===== src/hw/gpu_cmd_pkg.sv =====
package gpu_cmd_pkg;

    // ========================================================================
    // Host command format
    // ========================================================================

    // Width of one queued command word
    localparam int CMD_W = 72;

    // rw high reads, rw low writes
    typedef struct packed {
        logic        rw;
        logic [6:0]  addr;
        logic [63:0] wdata;
    } cmd_t;

    // Register map
    typedef enum logic [6:0] {
        REG_COLOR      = 7'h00,
        REG_MODE       = 7'h30,
        REG_Z_RANGE    = 7'h31,
        REG_FB_DRAW    = 7'h40,
        REG_FB_DISPLAY = 7'h41,
        REG_TS         = 7'h50,
        REG_STATUS     = 7'h70
    } reg_addr_e;

    // ========================================================================
    // Render configuration
    // ========================================================================

    // Depth test functions, LESS is the reset value
    typedef enum logic [2:0] {
        LESS     = 3'd0,
        LEQUAL   = 3'd1,
        EQUAL    = 3'd2,
        GEQUAL   = 3'd3,
        GREATER  = 3'd4,
        NOTEQUAL = 3'd5,
        ALWAYS   = 3'd6,
        NEVER    = 3'd7
    } z_compare_e;

    // Everything the render pipe reads from the register file
    typedef struct packed {
        logic        mode_gouraud;
        logic        mode_z_test;
        logic        mode_z_write;
        logic        mode_color_write;
        z_compare_e  z_compare;
        logic [15:0] z_range_min;
        logic [15:0] z_range_max;
        logic [19:0] fb_draw;
        logic [19:0] fb_display;
        logic [31:0] clear_color;
    } gpu_cfg_t;

    // Single-word memory write, half-word addressed
    typedef struct packed {
        logic [23:0] addr;
        logic [31:0] data;
    } mem_wr_t;

endpackage


===== src/hw/cmd_fifo.sv =====
`timescale 1ns/1ns
`default_nettype none

module cmd_fifo #(
    parameter int DEPTH     = 16,
    parameter int NEAR_FULL = 12
) (
    input  logic                       clk_core,
    input  logic                       rst_n_core,

    // Write side
    input  logic                       push,
    input  gpu_cmd_pkg::cmd_t          push_data,
    output logic                       full,
    output logic                       near_full,

    // Read side, first-word fall-through
    input  logic                       pop,
    output gpu_cmd_pkg::cmd_t          head,
    output logic                       empty,
    output logic [$clog2(DEPTH+1)-1:0] count
);

    import gpu_cmd_pkg::*;

    localparam int PTR_W = (DEPTH > 1) ? $clog2(DEPTH) : 1;
    localparam int CNT_W = $clog2(DEPTH + 1);

    // Storage, no reset on the payload
    logic [CMD_W-1:0] mem [DEPTH];

    logic [PTR_W-1:0] wr_ptr;
    logic [PTR_W-1:0] rd_ptr;
    logic             do_push;
    logic             do_pop;

    // Pointer step with wrap for any depth
    function automatic logic [PTR_W-1:0] ptr_inc(input logic [PTR_W-1:0] ptr);
        if (ptr == PTR_W'(DEPTH - 1)) begin
            return '0;
        end
        return ptr + 1'b1;
    endfunction

    // Qualified strobes
    assign do_push = push && !full;
    assign do_pop  = pop && !empty;

    // ========================================================================
    // Pointers and occupancy
    // ========================================================================

    always_ff @(posedge clk_core or negedge rst_n_core) begin
        if (!rst_n_core) begin
            wr_ptr <= '0;
            rd_ptr <= '0;
            count  <= '0;
        end else begin
            if (do_push) begin
                wr_ptr <= ptr_inc(wr_ptr);
            end
            if (do_pop) begin
                rd_ptr <= ptr_inc(rd_ptr);
            end
            // Simultaneous push and pop keeps the count
            case ({do_push, do_pop})
                2'b10:   count <= count + 1'b1;
                2'b01:   count <= count - 1'b1;
                default: count <= count;
            endcase
        end
    end

    always_ff @(posedge clk_core) begin
        if (do_push) begin
            mem[wr_ptr] <= push_data;
        end
    end

    // Head is visible the cycle after its push
    assign head = cmd_t'(mem[rd_ptr]);

    // Flags from the registered count
    assign empty     = (count == '0);
    assign full      = (count == CNT_W'(DEPTH));
    assign near_full = (count >= CNT_W'(NEAR_FULL));

    // Intake must respect full
    no_push_when_full: assert property (
        @(posedge clk_core) disable iff (!rst_n_core)
        push |-> !full
    ) else $error("push while FIFO full");

    // Register file must respect empty
    no_pop_when_empty: assert property (
        @(posedge clk_core) disable iff (!rst_n_core)
        pop |-> !empty
    ) else $error("pop while FIFO empty");

endmodule

`default_nettype wire


===== src/hw/cmd_intake.sv =====
`timescale 1ns/1ns
`default_nettype none

module cmd_intake (
    input  logic              clk_core,
    input  logic              rst_n_core,

    // Host command port, four-phase
    input  logic              cmd_req,
    input  gpu_cmd_pkg::cmd_t cmd,
    output logic              cmd_ack,

    // FIFO write side
    output logic              push,
    output gpu_cmd_pkg::cmd_t push_data,
    input  logic              fifo_full
);

    // IDLE waits for req, ACKED holds ack until req drops
    typedef enum logic {
        IDLE,
        ACKED
    } intake_state_e;

    intake_state_e state;
    intake_state_e state_nxt;

    // ========================================================================
    // Handshake FSM
    // ========================================================================

    always_comb begin
        state_nxt = state;
        push      = 1'b0;
        case (state)
            IDLE: begin
                // Host holds cmd stable while req is high
                // Stall here as long as the FIFO is full
                if (cmd_req && !fifo_full) begin
                    push      = 1'b1;
                    state_nxt = ACKED;
                end
            end
            ACKED: begin
                // Release ack once host lets go of req
                if (!cmd_req) begin
                    state_nxt = IDLE;
                end
            end
            default: begin
                state_nxt = IDLE;
            end
        endcase
    end

    always_ff @(posedge clk_core or negedge rst_n_core) begin
        if (!rst_n_core) begin
            state <= IDLE;
        end else begin
            state <= state_nxt;
        end
    end

    // Command goes straight into the FIFO
    assign push_data = cmd;

    // Ack follows the state register, one cycle after the push
    assign cmd_ack = (state == ACKED);

    // Every rising ack belongs to exactly one push
    ack_after_push: assert property (
        @(posedge clk_core) disable iff (!rst_n_core)
        $rose(cmd_ack) |-> $past(push)
    ) else $error("cmd_ack rose without a FIFO push");

endmodule

`default_nettype wire


===== src/hw/gpu_cmd_top.sv =====
`timescale 1ns/1ns
`default_nettype none

module gpu_cmd_top #(
    parameter int DEPTH     = 16,
    parameter int NEAR_FULL = 12
) (
    input  logic                  clk_core,
    input  logic                  rst_n_core,

    // Host command port
    input  logic                  cmd_req,
    input  gpu_cmd_pkg::cmd_t     cmd,
    output logic                  cmd_ack,

    // Register read port
    output logic                  rd_valid,
    output logic [63:0]           rd_data,

    // Timestamp memory port
    output logic                  mem_req,
    output gpu_cmd_pkg::mem_wr_t  mem_wr,
    input  logic                  mem_ack,

    // Status and configuration
    output logic                  cmd_near_full,
    output logic                  cmd_empty,
    output gpu_cmd_pkg::gpu_cfg_t cfg
);

    import gpu_cmd_pkg::*;

    // Count must hold the value DEPTH
    localparam int CNT_W = $clog2(DEPTH + 1);

    // ========================================================================
    // Intake to FIFO
    // ========================================================================

    logic push;
    cmd_t push_data;
    logic fifo_full;

    // FIFO to register file
    logic             pop;
    cmd_t             head;
    logic [CNT_W-1:0] count;

    cmd_intake u_cmd_intake (
        .clk_core  (clk_core),
        .rst_n_core(rst_n_core),
        .cmd_req   (cmd_req),
        .cmd       (cmd),
        .cmd_ack   (cmd_ack),
        .push      (push),
        .push_data (push_data),
        .fifo_full (fifo_full)
    );

    cmd_fifo #(
        .DEPTH    (DEPTH),
        .NEAR_FULL(NEAR_FULL)
    ) u_cmd_fifo (
        .clk_core  (clk_core),
        .rst_n_core(rst_n_core),
        .push      (push),
        .push_data (push_data),
        .full      (fifo_full),
        .near_full (cmd_near_full),
        .pop       (pop),
        .head      (head),
        .empty     (cmd_empty),
        .count     (count)
    );

    // ========================================================================
    // Command decode
    // ========================================================================

    reg_file #(
        .CNT_W(CNT_W)
    ) u_reg_file (
        .clk_core  (clk_core),
        .rst_n_core(rst_n_core),
        .pop       (pop),
        .head      (head),
        .empty     (cmd_empty),
        .count     (count),
        .rd_valid  (rd_valid),
        .rd_data   (rd_data),
        .cfg       (cfg),
        .mem_req   (mem_req),
        .mem_wr    (mem_wr),
        .mem_ack   (mem_ack)
    );

endmodule

`default_nettype wire


===== src/hw/reg_file.sv =====
`timescale 1ns/1ns
`default_nettype none

module reg_file #(
    parameter int CNT_W = 5
) (
    input  logic                   clk_core,
    input  logic                   rst_n_core,

    // FIFO read side
    output logic                   pop,
    input  gpu_cmd_pkg::cmd_t      head,
    input  logic                   empty,
    input  logic [CNT_W-1:0]       count,

    // Register read port
    output logic                   rd_valid,
    output logic [63:0]            rd_data,

    // Render configuration
    output gpu_cmd_pkg::gpu_cfg_t  cfg,

    // Timestamp memory write, four-phase
    output logic                   mem_req,
    output gpu_cmd_pkg::mem_wr_t   mem_wr,
    input  logic                   mem_ack
);

    import gpu_cmd_pkg::*;

    // DECODE consumes commands, the other two walk the memory handshake
    typedef enum logic [1:0] {
        DECODE,
        MEM_REQ,
        MEM_RELEASE
    } rf_state_e;

    rf_state_e   state;
    reg_addr_e   addr;
    logic        is_read;
    logic        ts_write;
    logic [63:0] rd_mux;

    // Pop only while no memory handshake is open
    assign pop = (state == DECODE) && !empty;

    assign addr     = reg_addr_e'(head.addr);
    assign is_read  = head.rw;
    assign ts_write = pop && !is_read && (addr == REG_TS);

    // Request held for the whole MEM_REQ state
    assign mem_req = (state == MEM_REQ);

    // ========================================================================
    // Readback mux
    // ========================================================================

    always_comb begin
        rd_mux = '0;
        case (addr)
            REG_COLOR: begin
                rd_mux = {32'd0, cfg.clear_color};
            end
            REG_MODE: begin
                // Mode word layout, bit 6 down to bit 0
                rd_mux = {57'd0, cfg.mode_gouraud, cfg.mode_z_test, cfg.mode_z_write,
                          cfg.mode_color_write, cfg.z_compare};
            end
            REG_Z_RANGE: begin
                rd_mux = {32'd0, cfg.z_range_max, cfg.z_range_min};
            end
            REG_FB_DRAW: begin
                rd_mux = {44'd0, cfg.fb_draw};
            end
            REG_FB_DISPLAY: begin
                rd_mux = {44'd0, cfg.fb_display};
            end
            REG_STATUS: begin
                // Entries still queued behind this read
                rd_mux = 64'(count - 1'b1);
            end
            // TS is write only, unmapped reads as zero
            default: begin
                rd_mux = '0;
            end
        endcase
    end

    // ========================================================================
    // Decode FSM and configuration registers
    // ========================================================================

    always_ff @(posedge clk_core or negedge rst_n_core) begin
        if (!rst_n_core) begin
            state    <= DECODE;
            cfg      <= '0;
            rd_valid <= 1'b0;
        end else begin
            // One-cycle strobe per read
            rd_valid <= pop && is_read;
            case (state)
                DECODE: begin
                    if (pop && !is_read) begin
                        case (addr)
                            REG_COLOR: begin
                                cfg.clear_color <= head.wdata[31:0];
                            end
                            REG_MODE: begin
                                cfg.mode_gouraud     <= head.wdata[6];
                                cfg.mode_z_test      <= head.wdata[5];
                                cfg.mode_z_write     <= head.wdata[4];
                                cfg.mode_color_write <= head.wdata[3];
                                cfg.z_compare        <= z_compare_e'(head.wdata[2:0]);
                            end
                            REG_Z_RANGE: begin
                                cfg.z_range_min <= head.wdata[15:0];
                                cfg.z_range_max <= head.wdata[31:16];
                            end
                            REG_FB_DRAW: begin
                                cfg.fb_draw <= head.wdata[19:0];
                            end
                            REG_FB_DISPLAY: begin
                                cfg.fb_display <= head.wdata[19:0];
                            end
                            REG_TS: begin
                                state <= MEM_REQ;
                            end
                            // Status and unmapped writes dropped
                            default: begin
                            end
                        endcase
                    end
                end
                MEM_REQ: begin
                    // Drop req once memory has taken the write
                    if (mem_ack) begin
                        state <= MEM_RELEASE;
                    end
                end
                MEM_RELEASE: begin
                    // Resume decoding after ack returns low
                    if (!mem_ack) begin
                        state <= DECODE;
                    end
                end
                default: begin
                    state <= DECODE;
                end
            endcase
        end
    end

    // Read data and memory request payload
    always_ff @(posedge clk_core) begin
        if (pop && is_read) begin
            rd_data <= rd_mux;
        end
        if (ts_write) begin
            // Word address doubled to half-word
            mem_wr.addr <= {head.wdata[54:32], 1'b0};
            mem_wr.data <= head.wdata[31:0];
        end
    end

    // Payload must not move under an open request
    mem_wr_stable: assert property (
        @(posedge clk_core) disable iff (!rst_n_core)
        mem_req && $past(mem_req) |-> $stable(mem_wr)
    ) else $error("mem_wr changed while mem_req high");

endmodule

`default_nettype wire


===== config.mk =====
export PLATFORM = sky130hd
export DESIGN_NAME = gpu_cmd_top
export DESIGN_NICKNAME = d
export VERILOG_FILES = /design/src/hw/gpu_cmd_pkg.sv /design/src/hw/cmd_fifo.sv /design/src/hw/cmd_intake.sv /design/src/hw/gpu_cmd_top.sv /design/src/hw/reg_file.sv
export SDC_FILE = /design/constraint.sdc
export NUM_CORES = 1
export LEC_CHECK = 0
export ABC_CLOCK_PERIOD_IN_PS = 23100
export BUFFER_PORTS_ARGS = -buffer_cell sky130_fd_sc_hd__clkbuf_2
export CAP_MARGIN = 0
export CORE_AREA = 3 3 241 479
export CTS_CLUSTER_DIAMETER = 40
export DETAILED_ROUTE_END_ITERATION = 12
export DIE_AREA = 0 0 244 482
export SYNTH_ARGS = -nofsm -noshare
export SYNTH_HDL_FRONTEND = slang
export SYNTH_SLANG_ARGS = --single-unit

===== constraint.sdc =====
create_clock -name clk_core -period 23.1 [get_ports clk_core]
set_input_delay 2.31 -clock clk_core [delete_from_list [all_inputs] [get_ports clk_core]]
set_output_delay 2.31 -clock clk_core [all_outputs]
set_load 0.02 [all_outputs]

==> impl.org, run 1 <==
** Timing
- In the final timing run, aggregate negative setup slack is 0 ns.
- Part of the cycle the worst path needs :: 28.0%
- Setup slack closes at between 15 and 20 ns.
- Maximum clock frequency :: between 150 and 200 MHz
- Time the worst path needs with I/O delays and setup :: about 6.5 ns
- Count of endpoints failing hold in the final timing report :: 0
- The final-report max-slew violation count came to 0.
- At the pin with the least slew margin, the transition time is around 1.3 ns.
- Post-route clock skew :: just under 0.05 ns
- Setup violations remaining at the end of the flow were counted as 0.
- Setup repair after global routing left no endpoint under its margin.
- The worst pin sits at a relative slew slack of about a tenth.

** GRT
- Largest net degree at the start of global routing :: 110
- The first global-routing pass estimated 160000 um of wire.
- Leftover overflow at the end of global routing :: 0
- Total track usage :: between 10% and 20%
- The initial antenna violation count is 19.
- The number of global-route vias before repair is 23704.

** Setup path
- Cell type group with the largest total delay on the critical path :: buffers and inverters
- Cell with the largest stage delay on the worst path :: sky130_fd_sc_hd__buf_4
- In this run the worst path has a maximum fanout of 79.
- Critical path startpoint :: u_cmd_fifo.rd_ptr[1]$_DFFE_PN0P_
- STA classifies the critical path startpoint as a flop.
- Endpoint of the worst-slack reg-to-reg timing path :: u_reg_file.mem_wr[35]$_DFFE_PP_
- Slowest cell delay on critical path :: 1.04 ns
- Critical-path cell list :: buf_4 -> buf_4 -> mux4_2 -> mux2i_1 -> nand2_1 -> o22ai_2 -> nand2b_1 -> nor4_2 -> buf_4
- STA puts the critical path data arrival time at 6.80 ns.
- Crit path capture type :: flop
- By instance count, the cell type seen most on the critical path is sky130_fd_sc_hd__buf_4.
- The worst register-to-register path has a depth of 9.
- Buffers plus inverters on the worst setup path :: 3
- For flop-to-flop paths, the worst setup slack is between 15 and 20 ns.
- Data required time at the worst endpoint :: 23.42 ns
- WS Path Type :: reg -> reg
- Reg-to-Reg Start :: u_cmd_fifo.rd_ptr[1]$_DFFE_PN0P_

** Yosys
- Number of storage elements in the synthesis netlist :: approximately 1200
- Number of flops mapped to enable cells by yosys :: roughly 1100
- Gate count of the mapped netlist :: around 2100
- Average footprint of a synthesized cell :: between 20 and 25 um2
- Proportion of register bits with asynchronous set or reset after synthesis :: a little over a tenth
- Sequential cell area fraction in the yosys report :: ~77%
- Total standard cell area after synthesis :: ~47000 um2
- Number of library cell types mapped by synthesis :: 61
- Synthesis Warnings :: 0
- Synth Net Count :: roughly 2200
- Synth Flop Type :: sky130_fd_sc_hd__edfxtp_1

** Floorplanning
- The initial utilization of the core area, before any placement, comes to 41.7%.
- Core outline area :: 112000 um2
- roughly 310 I/O pins were placed.
- Floorplan die height :: between 400 and 500 um
- The die is between 200 and 250 um wide.
- Area enclosed by the die boundary :: roughly 120000 um2
- Placement row count :: 174

** Finish
- After the last flow step, the layout net total stands at 2487.
- The count of cells in the finished layout, fillers not included, comes to 3993.
- With fillers left out, the area of the finished cells amounts to between 50000 and 60000 um2.
- Synthesis-to-layout area growth :: 14.8%
- Cells with a size suffix above 1 make up between 30% and 40% of the layout.

** Clock tree
- Clock transition at path regs :: 0.06 ns
- Post_cts resized :: 0
- The clock passes through at most 3 buffers.
- TritonCTS built the clock tree.
- CTS Buf Count :: around 110
- CTS placed an instance of sky130_fd_sc_hd__clkbuf_16 at the clock tree root.
- Number of sinks driven by the clock tree :: approximately 1200
- The clock tree synthesis step divided the H-tree into 3 levels.
- After clock tree synthesis, the setup repair step added 0 buffers.
- Buffers inserted to repair hold after CTS numbered 0.
- The clock reaches the later pin of the worst-skew pair after 0.72 ns.

** Pwr
- Worst ir drop on vdd :: between 0.00007 and 0.00008 V
- Static leakage :: around 18 nW
- For this design the ratio of total power to cell area is approximately 120 nW/um2.

** Drt
- Number of DRC violations after detailed-routing iteration 0 :: between 1500 and 2000
- Dividing the detail-routed wire length by the instance count gives 27.3 um.
- DRC viols :: 0
- Routed via count :: ~22000
- For this run, the detailed router's first-pass iteration total came to 5.
- Number of vias per cell after detailed routing :: approximately 5.5
- Total wire length after detailed routing :: between 100000 and 150000 um
- Final antenna-violating net count :: 0

** Placement
- At the end of routability-driven placement, the weighted congestion stood at 0.789.
- At the placement stage, the worst setup path has a slack of ~17 ns.
- Detailed placement finished with a half-perimeter wire length of about 61000 um.
- The placed instances occupy a cell area of 50000 um2.
- Port bufs :: 301
- Once placement completed, the tool counted placed cells totaling around 3800.

** Worst hold path
- Number of cells on the worst hold path :: 1
- The path class of the tightest hold or removal check is reg -> reg.
- The worst hold path begins at u_cmd_intake.cmd_ack$_DFF_PN0_.
- Worst hold path endpoint :: u_cmd_intake.cmd_ack$_DFF_PN0_

** Run status
- The flow ran to the end, and the final reports show no timing, DRC or antenna violations.

** Run
- The tool flagged a number of max-cap violations equal to 0.
==> cells in the final DEF (no fill, tap or decap), types with 7 or more instances in the layout <==
cell                         netlist  layout
sky130_fd_sc_hd__a21oi_1           9       9
sky130_fd_sc_hd__a221o_1          25      25
sky130_fd_sc_hd__a22oi_1           7       7
sky130_fd_sc_hd__buf_4            35      51
sky130_fd_sc_hd__bufinv_16         0      11
sky130_fd_sc_hd__clkbuf_1         53      22
sky130_fd_sc_hd__clkbuf_16         0     114
sky130_fd_sc_hd__clkbuf_2          0     300
sky130_fd_sc_hd__clkinv_1          0      18
sky130_fd_sc_hd__clkinv_2          0      15
sky130_fd_sc_hd__clkinvlp_4        0       7
sky130_fd_sc_hd__dfrtp_1         128     125
sky130_fd_sc_hd__edfxtp_1       1096    1096
sky130_fd_sc_hd__ha_1             10      10
sky130_fd_sc_hd__inv_1             9       8
sky130_fd_sc_hd__mux2_1           16      16
sky130_fd_sc_hd__mux2_2          103     103
sky130_fd_sc_hd__mux2i_1          36      36
sky130_fd_sc_hd__mux4_2          295     295
sky130_fd_sc_hd__nand2_1          31      31
sky130_fd_sc_hd__nand3_1          12      12
sky130_fd_sc_hd__nor2_1           39      27
sky130_fd_sc_hd__nor2_4            0      12
sky130_fd_sc_hd__o21ai_0          21      21
sky130_fd_sc_hd__xor2_1            7       7
==> cell usage after synthesis, drive strengths merged (2+ instances only) <==
cell type | number | share of area [%]
a2111oi | 2 | 0.037
a211o | 2 | 0.037
a211oi | 3 | 0.048
a21o | 6 | 0.096
a21oi | 9 | 0.096
a221o | 25 | 0.53
a22o | 5 | 0.094
a22oi | 7 | 0.11
a2bb2oi | 2 | 0.037
and2 | 4 | 0.053
and3 | 4 | 0.053
buf | 86 | 1.1
clkbuf | 53 | 0.42
dfrtp | 128 | 6.8
edfxtp | 1096 | 70
ha | 10 | 0.27
inv | 10 | 0.080
mux2 | 119 | 2.9
mux2i | 36 | 0.77
mux4 | 295 | 14
nand2 | 31 | 0.25
nand2b | 4 | 0.053
nand3 | 12 | 0.13
nor2 | 40 | 0.33
nor2b | 7 | 0.094
nor3 | 12 | 0.15
nor3b | 2 | 0.043
o21a | 2 | 0.032
o21ai | 22 | 0.24
o221ai | 4 | 0.075
or3b | 2 | 0.037
xnor2 | 5 | 0.094
xor2 | 7 | 0.13
==> cell type report <==
cell class	instances	area (um2)
Antenna cell	4	10.0
Clock buffer	136	2940
Clock inverter	71	785
Fill cell	9214	58600
Inverter	10	40.0
Multi-Input combinational cell	698	10100
Sequential cell	1224	36100
Tap cell	1496	1870
Timing Repair Buffer	354	1930
==> worst max path at each step <==
stage,end,slack (ns),cells after the start
after global routing,u_reg_file.mem_wr[35]$_DFFE_PP_,16.39,9
final,u_reg_file.mem_wr[35]$_DFFE_PP_,16.63,9
after CTS,u_reg_file.mem_wr[35]$_DFFE_PP_,16.66,9
after detailed placement,u_reg_file.mem_wr[36]$_DFFE_PP_,16.72,9
after global placement,u_reg_file.mem_wr[36]$_DFFE_PP_,16.75,9
after floorplan,u_reg_file.mem_wr[0]$_DFFE_PP_,15.03,9
==> worst reg2reg max path, delay by kind of cell, from the launching register on <==
family / cells / cell delay (ns)
flip-flops: 1 / 0.87
multiplexers: 2 / 0.81
buffers and inverters: 3 / 2.63
AO/OA/AOI/OAI: 1 / 0.50
AND/OR/NAND/NOR: 3 / 1.22
==> through the flow <==
stage | hold WS [ns] | total power [W] | util [%]
finish | 0.509 | 0.00646 | 47.9
global route | 0.552 | 0.00675 | 47.9
CTS | 0.517 | 0.00655 | 47.9
detailed placement | 0.506 | 0.00468 | 44.5
global placement | 0.496 | 0.00464 | 44.5
floorplan | 0.516 | 0.00412 | -
==> routing by layer <==
layer	up-vias	part of all wire, %	wire, um	global-route usage, %
met5	-	0.15	158	0
met4	22	2.5	2700	5.84
met3	187	6.7	7240	3.62
met2	831	51	56000	32.6
met1	11820	39	42800	23.7
li1	9298	-	-	-
==> where the power goes <==
part           leakage, nW  total, W  switching (W)  internal (W)
clock network         1.79   0.00186       0.000823       0.00104
registers             11.6   0.00282       0.000164       0.00265
logic                 4.99   0.00178       0.000992      0.000784
==> kinds of logic after synthesis <==
group | share of synthesized area (%)
adders and majority gates | 0.267
DFF | 77.1
xor gates and xnor gates | 0.224
other | 0.00801
buffers and inverters | 1.61
AOI/OAI and AO/OA | 1.65
muxes | 17.8
and+or+nand+nor | 1.30
==> registers in the layout, summed over array words and instances (netlist names) <==
| name | cells |
|---|---|
| u_cmd_intake.cmd_ack | 1 |
| u_reg_file.rd_valid | 1 |
| u_reg_file.cfg | 111 |
| u_cmd_fifo.rd_ptr | 4 |
| u_cmd_fifo.wr_ptr | 4 |
| u_reg_file.mem_wr | 55 |
| u_reg_file.state | 2 |
| u_cmd_fifo.count | 5 |
| u_reg_file.rd_data | 33 |
| u_cmd_fifo.mem | 1008 |
(Power assumes the default switching activity.)
==> run 2, diff against run 1 <==
- ABC_CLOCK_PERIOD_IN_PS: 23100 -> 5900
- clock period: 23.1 -> 5.9 ns (I/O delays scaled with it)
==> run 2 against run 1 <==
Against the previous run:
- hold slack got worse by 0.40 ns
- wire length increased by 0.20%
- total power increased to 3.9 times the previous value
- first-iteration DRC count increased by 0.88%
- clock-buffer cell count increased by 4
- die area unchanged
- design area increased by 0.29%
- global-route usage about the same
- highest routed layer unchanged
==> impl.org, run 2 (synthesized netlist as in run 1, its figures left out) <==
** Clock tree
- Clock tree synthesis found a total of around 1200 sinks.
- Once the clock tree was built, the resizer swapped 0 gates to a different size.
- The clock passes through at most 3 buffers.
- Clock tree synthesis selected as its root buffer the cell sky130_fd_sc_hd__clkbuf_16.
- CTS Buf Count :: 112
- In this run the number of H-tree levels came out at 3.
- TritonCTS built the clock tree.
- The clock reaches the later pin of the worst-skew pair after ~0.70 ns.
- After clock tree synthesis, the clock-pin slew on the worst setup and hold paths is roughly 0.070 ns.

** Pwr
- In this run the power spent charging and discharging nets is about 0.0078 W.
- Total power density per cell area :: 470 nW/um2
- Total internal power :: between 0.015 and 0.02 W
- Of the total power, the share spent switching nets is a little under a third.
- For this design the static power due to leakage is 18.5 nW.
- Share of power burned in registers :: between 40% and 50%
- Of the total power, combinational logic draws 27.1%.
- Worst ir drop on vdd :: between 0.0002 and 0.0003 V
- The share of total power dissipated in the clock network is between 20% and 30%.

** Timing
- Setup TNS :: 0 ns
- Post-route clock skew :: a little over 0.02 ns
- WHS :: 0.111 ns
- For this run, the top clock speed supported by timing is about 210 MHz.
- Final setup violation count :: 0
- Measured against its own limit, the worst slew margin works out to ~15%.
- Total count of max-transition violations in the final report :: 0
- Setup repair after global routing left no endpoint under its margin.
- Count of endpoints failing hold in the final timing report :: 0
- Time the worst path needs with I/O delays and setup :: roughly 4.7 ns
- Worst-Margin Slew :: 1.27 ns
- Part of the cycle the worst path needs :: approximately four fifths

** GRT
- In the global route stage, overall resource usage came out at a little under a fifth.
- Largest net degree at the start of global routing :: 89
- GR met1 Demand/Resource :: 23.6%
- Antenna violations before repair :: 19
- The number of global-route vias before repair is approximately 24000.
- Leftover overflow at the end of global routing :: 0
- Global Route met2 Usage :: roughly 32%
- After global routing, the most crowded layer is met2.
- M3 GR Usage :: under 10%
- First-pass GRT wire length :: approximately 160000 um

** Run
- The tool flagged a number of max-cap violations equal to 0.

** Setup path
- Among cell families on the critical path, the largest total delay comes from buffers and inverters.
- The worst register-to-register path has a setup slack of between 1 and 1.5 ns.
- Cell with the largest stage delay on the worst path :: sky130_fd_sc_hd__dfrtp_4
- STA classifies the critical path endpoint as a flop.
- In this run the critical register-to-register path is captured at u_reg_file.rd_data[20]$_DFFE_PP_.
- Cell count of the worst reg-to-reg path :: 8
- In this design, the stage delay of the slowest critical-path cell is 1.09 ns.
- STA classifies the critical path startpoint as a flop.
- Critical-path cell list :: buf_4 -> mux2i_1 -> a22oi_1 -> a21oi_1 -> a211oi_1 -> nand4b_1 -> inv_1 -> a221o_1
- Arrival time of data at the critical path endpoint :: 5.26 ns
- Data required time at the worst endpoint :: 6.46 ns
- The number of buffers and inverters on the critical path is 2.
- The worst register-to-register path begins at u_cmd_fifo.rd_ptr[2]$_DFFE_PN0P_.
- WS Path Type :: reg -> reg
- Along the worst path, the maximum fanout reaches 51.

** Finish
- The library cell used most frequently in the layout, excluding fill and tap cells, is sky130_fd_sc_hd__edfxtp_1.
- Final core utilization :: 48.0%
- Largest register by flop count :: u_cmd_fifo.mem
- The register with the most flip-flops in the layout has ~1000 of them.
- At the end of the flow, the number of nets in the layout was roughly 2500.
- Synthesis-to-layout area growth :: 15.2%
- Largest registers :: u_cmd_fifo.mem x1008, u_reg_file.cfg x111, u_reg_file.mem_wr x55
- In the layout the commonest cells are sky130_fd_sc_hd__edfxtp_1, sky130_fd_sc_hd__clkbuf_2, sky130_fd_sc_hd__mux4_2.
- Cells with a size suffix above 1 make up 38.4% of the layout.

** Placement
- Detailed placement finished with a half-perimeter wire length of 62300 um.
- During placement, the flow inserted port buffers numbering ~300.
- The congestion estimate from routability-driven global placement came to 0.803.

** Worst hold path
- Kind of path behind the tightest hold check :: in -> reg
- Worst hold path endpoint :: u_cmd_intake.cmd_ack$_DFF_PN0_
- The startpoint identified for the worst hold timing path is cmd_req.
- Number of cells on the worst hold path :: 2

** Floorplanning
- Initial Utilization :: a little over two fifths
- Area enclosed by the die boundary :: 118000 um2
- After floorplanning, the core was divided into about 170 placement rows.
- The region available for standard cell placement spans 112000 um2.
- Die W :: roughly 240 um
- In this run the count of I/O pins placed on the die edge is 312.
- The die is 482 um tall.

** Run status
- The run finished with clean final reports.

** Drt
- Dividing the detail-routed wire length by the instance count gives 27.3 um.
- Number of vias per cell after detailed routing :: approximately 5.6
- Summed over all layers, the routed wires come to between 100000 and 150000 um.
- In this run, the number of DRC markers left after iteration 0 of detailed routing was ~1700.
- First-pass DRT Iterations :: 5
- Routed via count :: 22260
- Final antenna-violating net count :: 0
- DRC viols :: 0
[run 2: cell types whose count changed in the layout (fill, tap and decap cells not counted), sizes merged]
cell,previous run,this run
inv,19,30
clkinvlp,7,6
clkbuf,436,440
diode,4,5
clkinv,44,35
dlygate4sd3,0,1
bufinv,11,10
buf,54,53
[run 2: final cells by class]
cell class	instances	area (um2)
fill	9219	58400
sequential	1224	36100
multi-input combinational	698	10100
clock buffer	140	3000
timing repair buffer	354	2000
tap	1496	1870
clock inverter	71	764
inverter	10	40.0
antenna	5	12.5
[run 2: worst reg2reg max path: stages, from the launching register on]
cell and delay [ns]:
sky130_fd_sc_hd__dfrtp_4 1.09, sky130_fd_sc_hd__buf_4 0.63, sky130_fd_sc_hd__mux2i_1 0.19, sky130_fd_sc_hd__a22oi_1 0.47, sky130_fd_sc_hd__a21oi_1 0.21, sky130_fd_sc_hd__a211oi_1 0.30
sky130_fd_sc_hd__nand4b_1 0.70, sky130_fd_sc_hd__inv_1 0.73, sky130_fd_sc_hd__a221o_1 0.23
[run 2: worst max-delay path by stage]
| stage | from | endpoint | depth (start not counted) |
|---|---|---|---|
| detailed placement | u_cmd_fifo.rd_ptr[0]$_DFFE_PN0P_ | u_reg_file.rd_data[20]$_DFFE_PP_ | 8 |
| global route | u_cmd_fifo.rd_ptr[0]$_DFFE_PN0P_ | u_reg_file.rd_data[20]$_DFFE_PP_ | 8 |
| finish | u_cmd_fifo.rd_ptr[2]$_DFFE_PN0P_ | u_reg_file.rd_data[20]$_DFFE_PP_ | 8 |
| CTS | u_cmd_fifo.rd_ptr[0]$_DFFE_PN0P_ | u_reg_file.rd_data[20]$_DFFE_PP_ | 8 |
| floorplan | u_cmd_fifo.rd_ptr[0]$_DFFE_PN0P_ | u_reg_file.mem_wr[0]$_DFFE_PP_ | 9 |
| global placement | u_cmd_fifo.rd_ptr[0]$_DFFE_PN0P_ | u_reg_file.rd_data[20]$_DFFE_PP_ | 8 |
[run 2: routing by layer]
layer	part of all wire [%]	up-vias
met5	0.13	-
met4	2.7	20
met3	6.4	190
met2	52	800
met1	39	11951
li1	-	9299
[run 2: power groups by stage]
stage | clock network [W] | logic [W] | registers, W
2_1_floorplan | 0 | 0.00480 | 0.0113
3_3_place_gp | 0 | 0.00688 | 0.0113
3_5_place_dp | 0 | 0.00700 | 0.0113
4_1_cts | 0.00754 | 0.00702 | 0.0111
5_1_grt | 0.00788 | 0.00736 | 0.0112
6_report | 0.00736 | 0.00687 | 0.0111
[run 2: repair_timing]
item	CTS	global route
hold buffers	1	0
endpoints found under the hold margin	63	0
buffers inserted	0	0
[run 2: per-stage QoR]
stage	power, W	instance area [um2]	worst slack (ns)	instances
floorplan	0.0161	46900	0.182	2071
global route	0.0265	53900	0.876	3995
global placement	0.0182	50200	1.34	3781
finish	0.0254	53900	1.20	3998
detailed placement	0.0183	50200	1.23	3781
CTS	0.0257	53900	1.19	3993
==> run 3, diff against run 2 <==
- ABC_AREA: not set -> 1
- ABC_CLOCK_PERIOD_IN_PS: 5900 -> 4800
- CORE_AREA: 3 3 241 479 -> 3 3 245 487
- DIE_AREA: 0 0 244 482 -> 0 0 248 490
- clock period: 5.9 -> 4.8 ns (I/O delays scaled with it)
==> run 3 against run 2 <==
Against the previous run:
- sequential cell count did not move
- final cell count rose by 43%
- highest routed layer unchanged
- largest cell class unchanged
- hold slack improved by 0.0078 ns
- clock-buffer cell count fell by 1
- synthesized cell count rose by 87%
- critical endpoint is now u_reg_file.cfg[64]$_DFFE_PN0P_
==> impl.org, run 3 <==
** Finish
- u_cmd_fifo.mem holds more flip-flops than any other register.
- Synthesis-to-layout area growth :: 14.3%
- Final core utilization :: between 40% and 50%
- Layout cell share with drive strength beyond 1 :: roughly 15%
- Net count of the finished layout :: roughly 4200
- After routing the design area is about 55000 um2.
- Most common cell after layout, fill and taps aside :: sky130_fd_sc_hd__edfxtp_1
- The largest registers in the layout are u_cmd_fifo.mem x1008, u_reg_file.cfg x111, u_reg_file.mem_wr x55.
- Max FFs per register :: slightly above 1000
- In the layout the commonest cells are sky130_fd_sc_hd__edfxtp_1, sky130_fd_sc_hd__nand2_1, sky130_fd_sc_hd__nor2_1.

** Worst hold path
- Counting instances, the worst hold path has a depth of 1.
- In this run the worst hold path is classified as in -> reg.
- Worst hold path endpoint :: u_cmd_fifo.mem[6][19]$_DFFE_PP_
- Hold wc startpoint :: cmd[19]

** Placement
- Area after DPL :: ~50000 um2
- Final HPWL from detailed placement :: just over 70000 um
- The congestion estimate from routability-driven global placement came to 0.810.
- The count of buffers added on input and output ports is about 300.

** Clock tree
- The later pin in the worst-skew pair is clocked with a latency of approximately 0.74 ns.
- Level count of the clock H-tree :: 3
- Clock-pin slew was measured on the worst setup and hold paths at 0.07 ns.
- Maximum buffer depth of the clock tree :: 3
- Number of sinks driven by the clock tree :: 1224
- TritonCTS clock tree :: yes
- Post-CTS repair changed the size of 0 cells.
- Total setup buffers inserted after CTS :: 0
- TritonCTS created around 120 clock buffers.
- Hold repair after CTS inserted 3 buffers.
- Root Buffer :: sky130_fd_sc_hd__clkbuf_16

** GRT
- Number of global-route vias before repair :: around 31000
- Across every metal layer, demand over resource in global routing totals 21.0%.
- First-pass GRT wire length :: between 150000 and 200000 um
- Entering global routing, the biggest net connects between 200 and 250 pins.
- Leftover overflow at the end of global routing :: 0
- Antenna violations before repair :: 17

** Yosys
- Total standard cell area after synthesis :: 48500 um2
- After synthesis, the largest area contributor takes up between 60% and 70% of total cell area.
- Number of flops mapped to enable cells by yosys :: around 1100
- The most used flip-flop cell after synthesis is sky130_fd_sc_hd__edfxtp_1.
- Count leader, synth :: sky130_fd_sc_hd__edfxtp_1
- Synthesis handed over a netlist of 3869 instances.
- The biggest area contributor in the post-synthesis netlist is sky130_fd_sc_hd__edfxtp_1.
- After synthesis, flip-flops and latches occupy around three quarters of the total area.
- Dominant cells by area after synthesis :: sky130_fd_sc_hd__edfxtp_1, sky130_fd_sc_hd__dfrtp_1, sky130_fd_sc_hd__o21ai_0, sky130_fd_sc_hd__nand2_1, sky130_fd_sc_hd__nor2_1
- Ranked by instance count, the synthesized netlist is headed by sky130_fd_sc_hd__edfxtp_1, sky130_fd_sc_hd__nand2_1, sky130_fd_sc_hd__nor2_1.
- The synthesized netlist contains 32 unique library cells.
- In this run, synthesis produced a sequential element count of roughly 1200.
- Proportion of register bits with asynchronous set or reset after synthesis :: 10.5%
- Average footprint of a synthesized cell :: between 10 and 15 um2
- Synth Net Count :: approximately 4000
- Synthesis Warnings :: 0

** Timing
- At the pin with the least slew margin, the transition time is about 1.1 ns.
- Part of the cycle the worst path needs :: approximately 79%
- Summed over all failing endpoints, the final setup total negative slack is 0 ns.
- Total count of max-transition violations in the final report :: 0
- Derived from the worst setup path, the maximum achievable clock frequency is roughly 260 MHz.
- Time the worst path needs with I/O delays and setup :: 3.78 ns
- Across the routed clock network, the largest skew measured is around 0.055 ns.
- Across all hold checks on the routed design, the worst slack comes to about 0.12 ns.
- Setup violations remaining at the end of the flow were counted as 0.
- RSZ-0062 raised after global routing :: false
- In this run the tightest slew margin relative to its limit is 25.0%.
- Count of endpoints failing hold in the final timing report :: 0

** Drt
- Total wire length after detailed routing :: 129000 um
- The count of nets left with antenna violations once routing finished came out at 0.
- Routed via count :: roughly 32000
- Number of DRC violations after detailed-routing iteration 0 :: between 2000 and 2500
- For this run, design rule violations remaining after detail routing come to 0.
- Dividing the detail-routed wire length by the instance count gives between 20 and 25 um.
- First-pass DRT Iterations :: 6
- Number of vias per cell after detailed routing :: 5.51

** Run status
- Outcome :: finished, final reports clean

** Setup path
- In this run the worst path has a maximum fanout of 160.
- WS Path Type :: reg -> reg
- Worst-case register-to-register setup slack :: around 1 ns
- The startpoint identified for the worst register-to-register timing path is u_cmd_fifo.rd_ptr[0]$_DFFE_PN0P_.
- Cell count of the worst reg-to-reg path :: 9
- The worst register-to-register path ends at u_reg_file.cfg[64]$_DFFE_PN0P_.
- Data on the critical path arrives at its endpoint at about 4.5 ns.
- The worst setup path is captured at a flop.
- Data on the critical path is required at its endpoint by about 5.5 ns.
- Startpoint type of the worst setup path :: flop

** Pwr
- The internal power of the cells totals roughly 0.022 W.
- IR analysis of the VDD net gives a maximum drop of between 0.0005 and 0.0006 V.
- Dividing total power by cell area gives a power density of 640 nW/um2.
- In this run, the clock network consumes a little over a quarter of the power.
- Summed over all nets, the switching power comes to roughly 0.014 W.
- Total Power Consumption :: approximately 0.036 W
- Static leakage :: approximately 20 nW
- Sequential cells burn 39.3% of the power.
- Switching part of the total power :: roughly 39%
- Combinational cells account for 34.0% of the total power.

** Floorplanning
- The floorplan step set the die width to between 200 and 250 um.
- Core outline area :: approximately 120000 um2
- Placement row count :: about 180
- Measured along the y axis, the die boundary spans about 490 um.
- For this design the top-level I/O count stands at approximately 310.
- For this configuration, the core starts out at a cell density of 41.7%.
- Area enclosed by the die boundary :: approximately 120000 um2

** Run
- Number of max-cap violations :: 0
-- run 3: cell types whose count changed after synthesis, sizes merged, moves of 19 or more --
cell,delta
clkbuf,+94
mux4,-295
mux2,-119
o221ai,+90
inv,+110
mux2i,-36
nor2,+515
o21ai,+486
nand3,+284
buf,+46
nand2,+576
a221o,-25
o211ai,+19
o22ai,+129
-- run 3: through the flow --
stage,worst slack [ns],instances
floorplan,0.438,3869
global placement,1.13,5487
detailed placement,1.09,5487
CTS,1.07,5706
global route,0.763,5710
finish,1.02,5716
-- run 3: kinds of logic after synthesis --
kind of cell,after synthesis,share of synthesized area [%]
AND/OR/NAND/NOR,1463,12.3
flip-flops,1224,74.4
AO/OA/AOI/OAI,760,9.01
buffers and inverters,400,3.82
XOR/XNOR,11,0.198
adder cells (fa/ha/maj),10,0.258
other,1,0.00773
-- run 3: layout make-up --
class | count | area, um2
timing repair buffer | 379 | 2240
sequential | 1224 | 36100
antenna | 10 | 25.0
inverter | 121 | 470
clock inverter | 77 | 910
multi-input combinational | 2245 | 10700
tap | 1521 | 1900
fill | 10294 | 60800
clock buffer | 139 | 3070
-- run 3: per-layer routing --
| metal | share of wire, % | global-route usage (%) | vias to the layer above |
|---|---|---|---|
| li1 | - | - | 14333 |
| met1 | 39 | 25.6 | 15768 |
| met2 | 52 | 37.6 | 1166 |
| met3 | 6.2 | 3.14 | 243 |
| met4 | 2.8 | 7.31 | 8 |
| met5 | 0.048 | 0 | - |
-- run 3: worst max-delay path: stages (launching register included) --
cell	delay, ns
sky130_fd_sc_hd__dfrtp_4	0.76
sky130_fd_sc_hd__buf_12	0.47
sky130_fd_sc_hd__buf_12	0.52
sky130_fd_sc_hd__buf_4	0.56
sky130_fd_sc_hd__o21ai_0	0.19
sky130_fd_sc_hd__o22ai_1	0.24
sky130_fd_sc_hd__nand2_1	0.07
sky130_fd_sc_hd__nand3_1	0.40
sky130_fd_sc_hd__nand3_1	0.13
sky130_fd_sc_hd__nand2_1	0.11
-- run 3: power by group through the flow --
stage	registers (W)	clock network, W	logic, W
3_5_place_dp	0.0142	0	0.0121
6_report	0.0140	0.00949	0.0121
3_3_place_gp	0.0142	0	0.0120
4_1_cts	0.0140	0.00966	0.0122
5_1_grt	0.0141	0.0101	0.0132
2_1_floorplan	0.0146	0	0.00747
-- run 3: how the worst max path moves through the flow --
stage	startpoint	end	slack [ns]	cells past startpoint
floorplan	u_cmd_fifo.count[0]$_DFFE_PN0P_	u_cmd_fifo.mem[11][0]$_DFFE_PP_	0.44	7
global placement	u_cmd_fifo.rd_ptr[1]$_DFFE_PN0P_	u_reg_file.cfg[68]$_DFFE_PN0P_	1.13	14
detailed placement	u_cmd_fifo.rd_ptr[0]$_DFFE_PN0P_	u_reg_file.cfg[64]$_DFFE_PN0P_	1.09	9
CTS	u_cmd_fifo.rd_ptr[0]$_DFFE_PN0P_	u_reg_file.cfg[15]$_DFFE_PN0P_	1.07	10
global route	u_cmd_fifo.rd_ptr[0]$_DFFE_PN0P_	u_reg_file.cfg[12]$_DFFE_PN0P_	0.76	9
finish	u_cmd_fifo.rd_ptr[0]$_DFFE_PN0P_	u_reg_file.cfg[64]$_DFFE_PN0P_	1.02	9
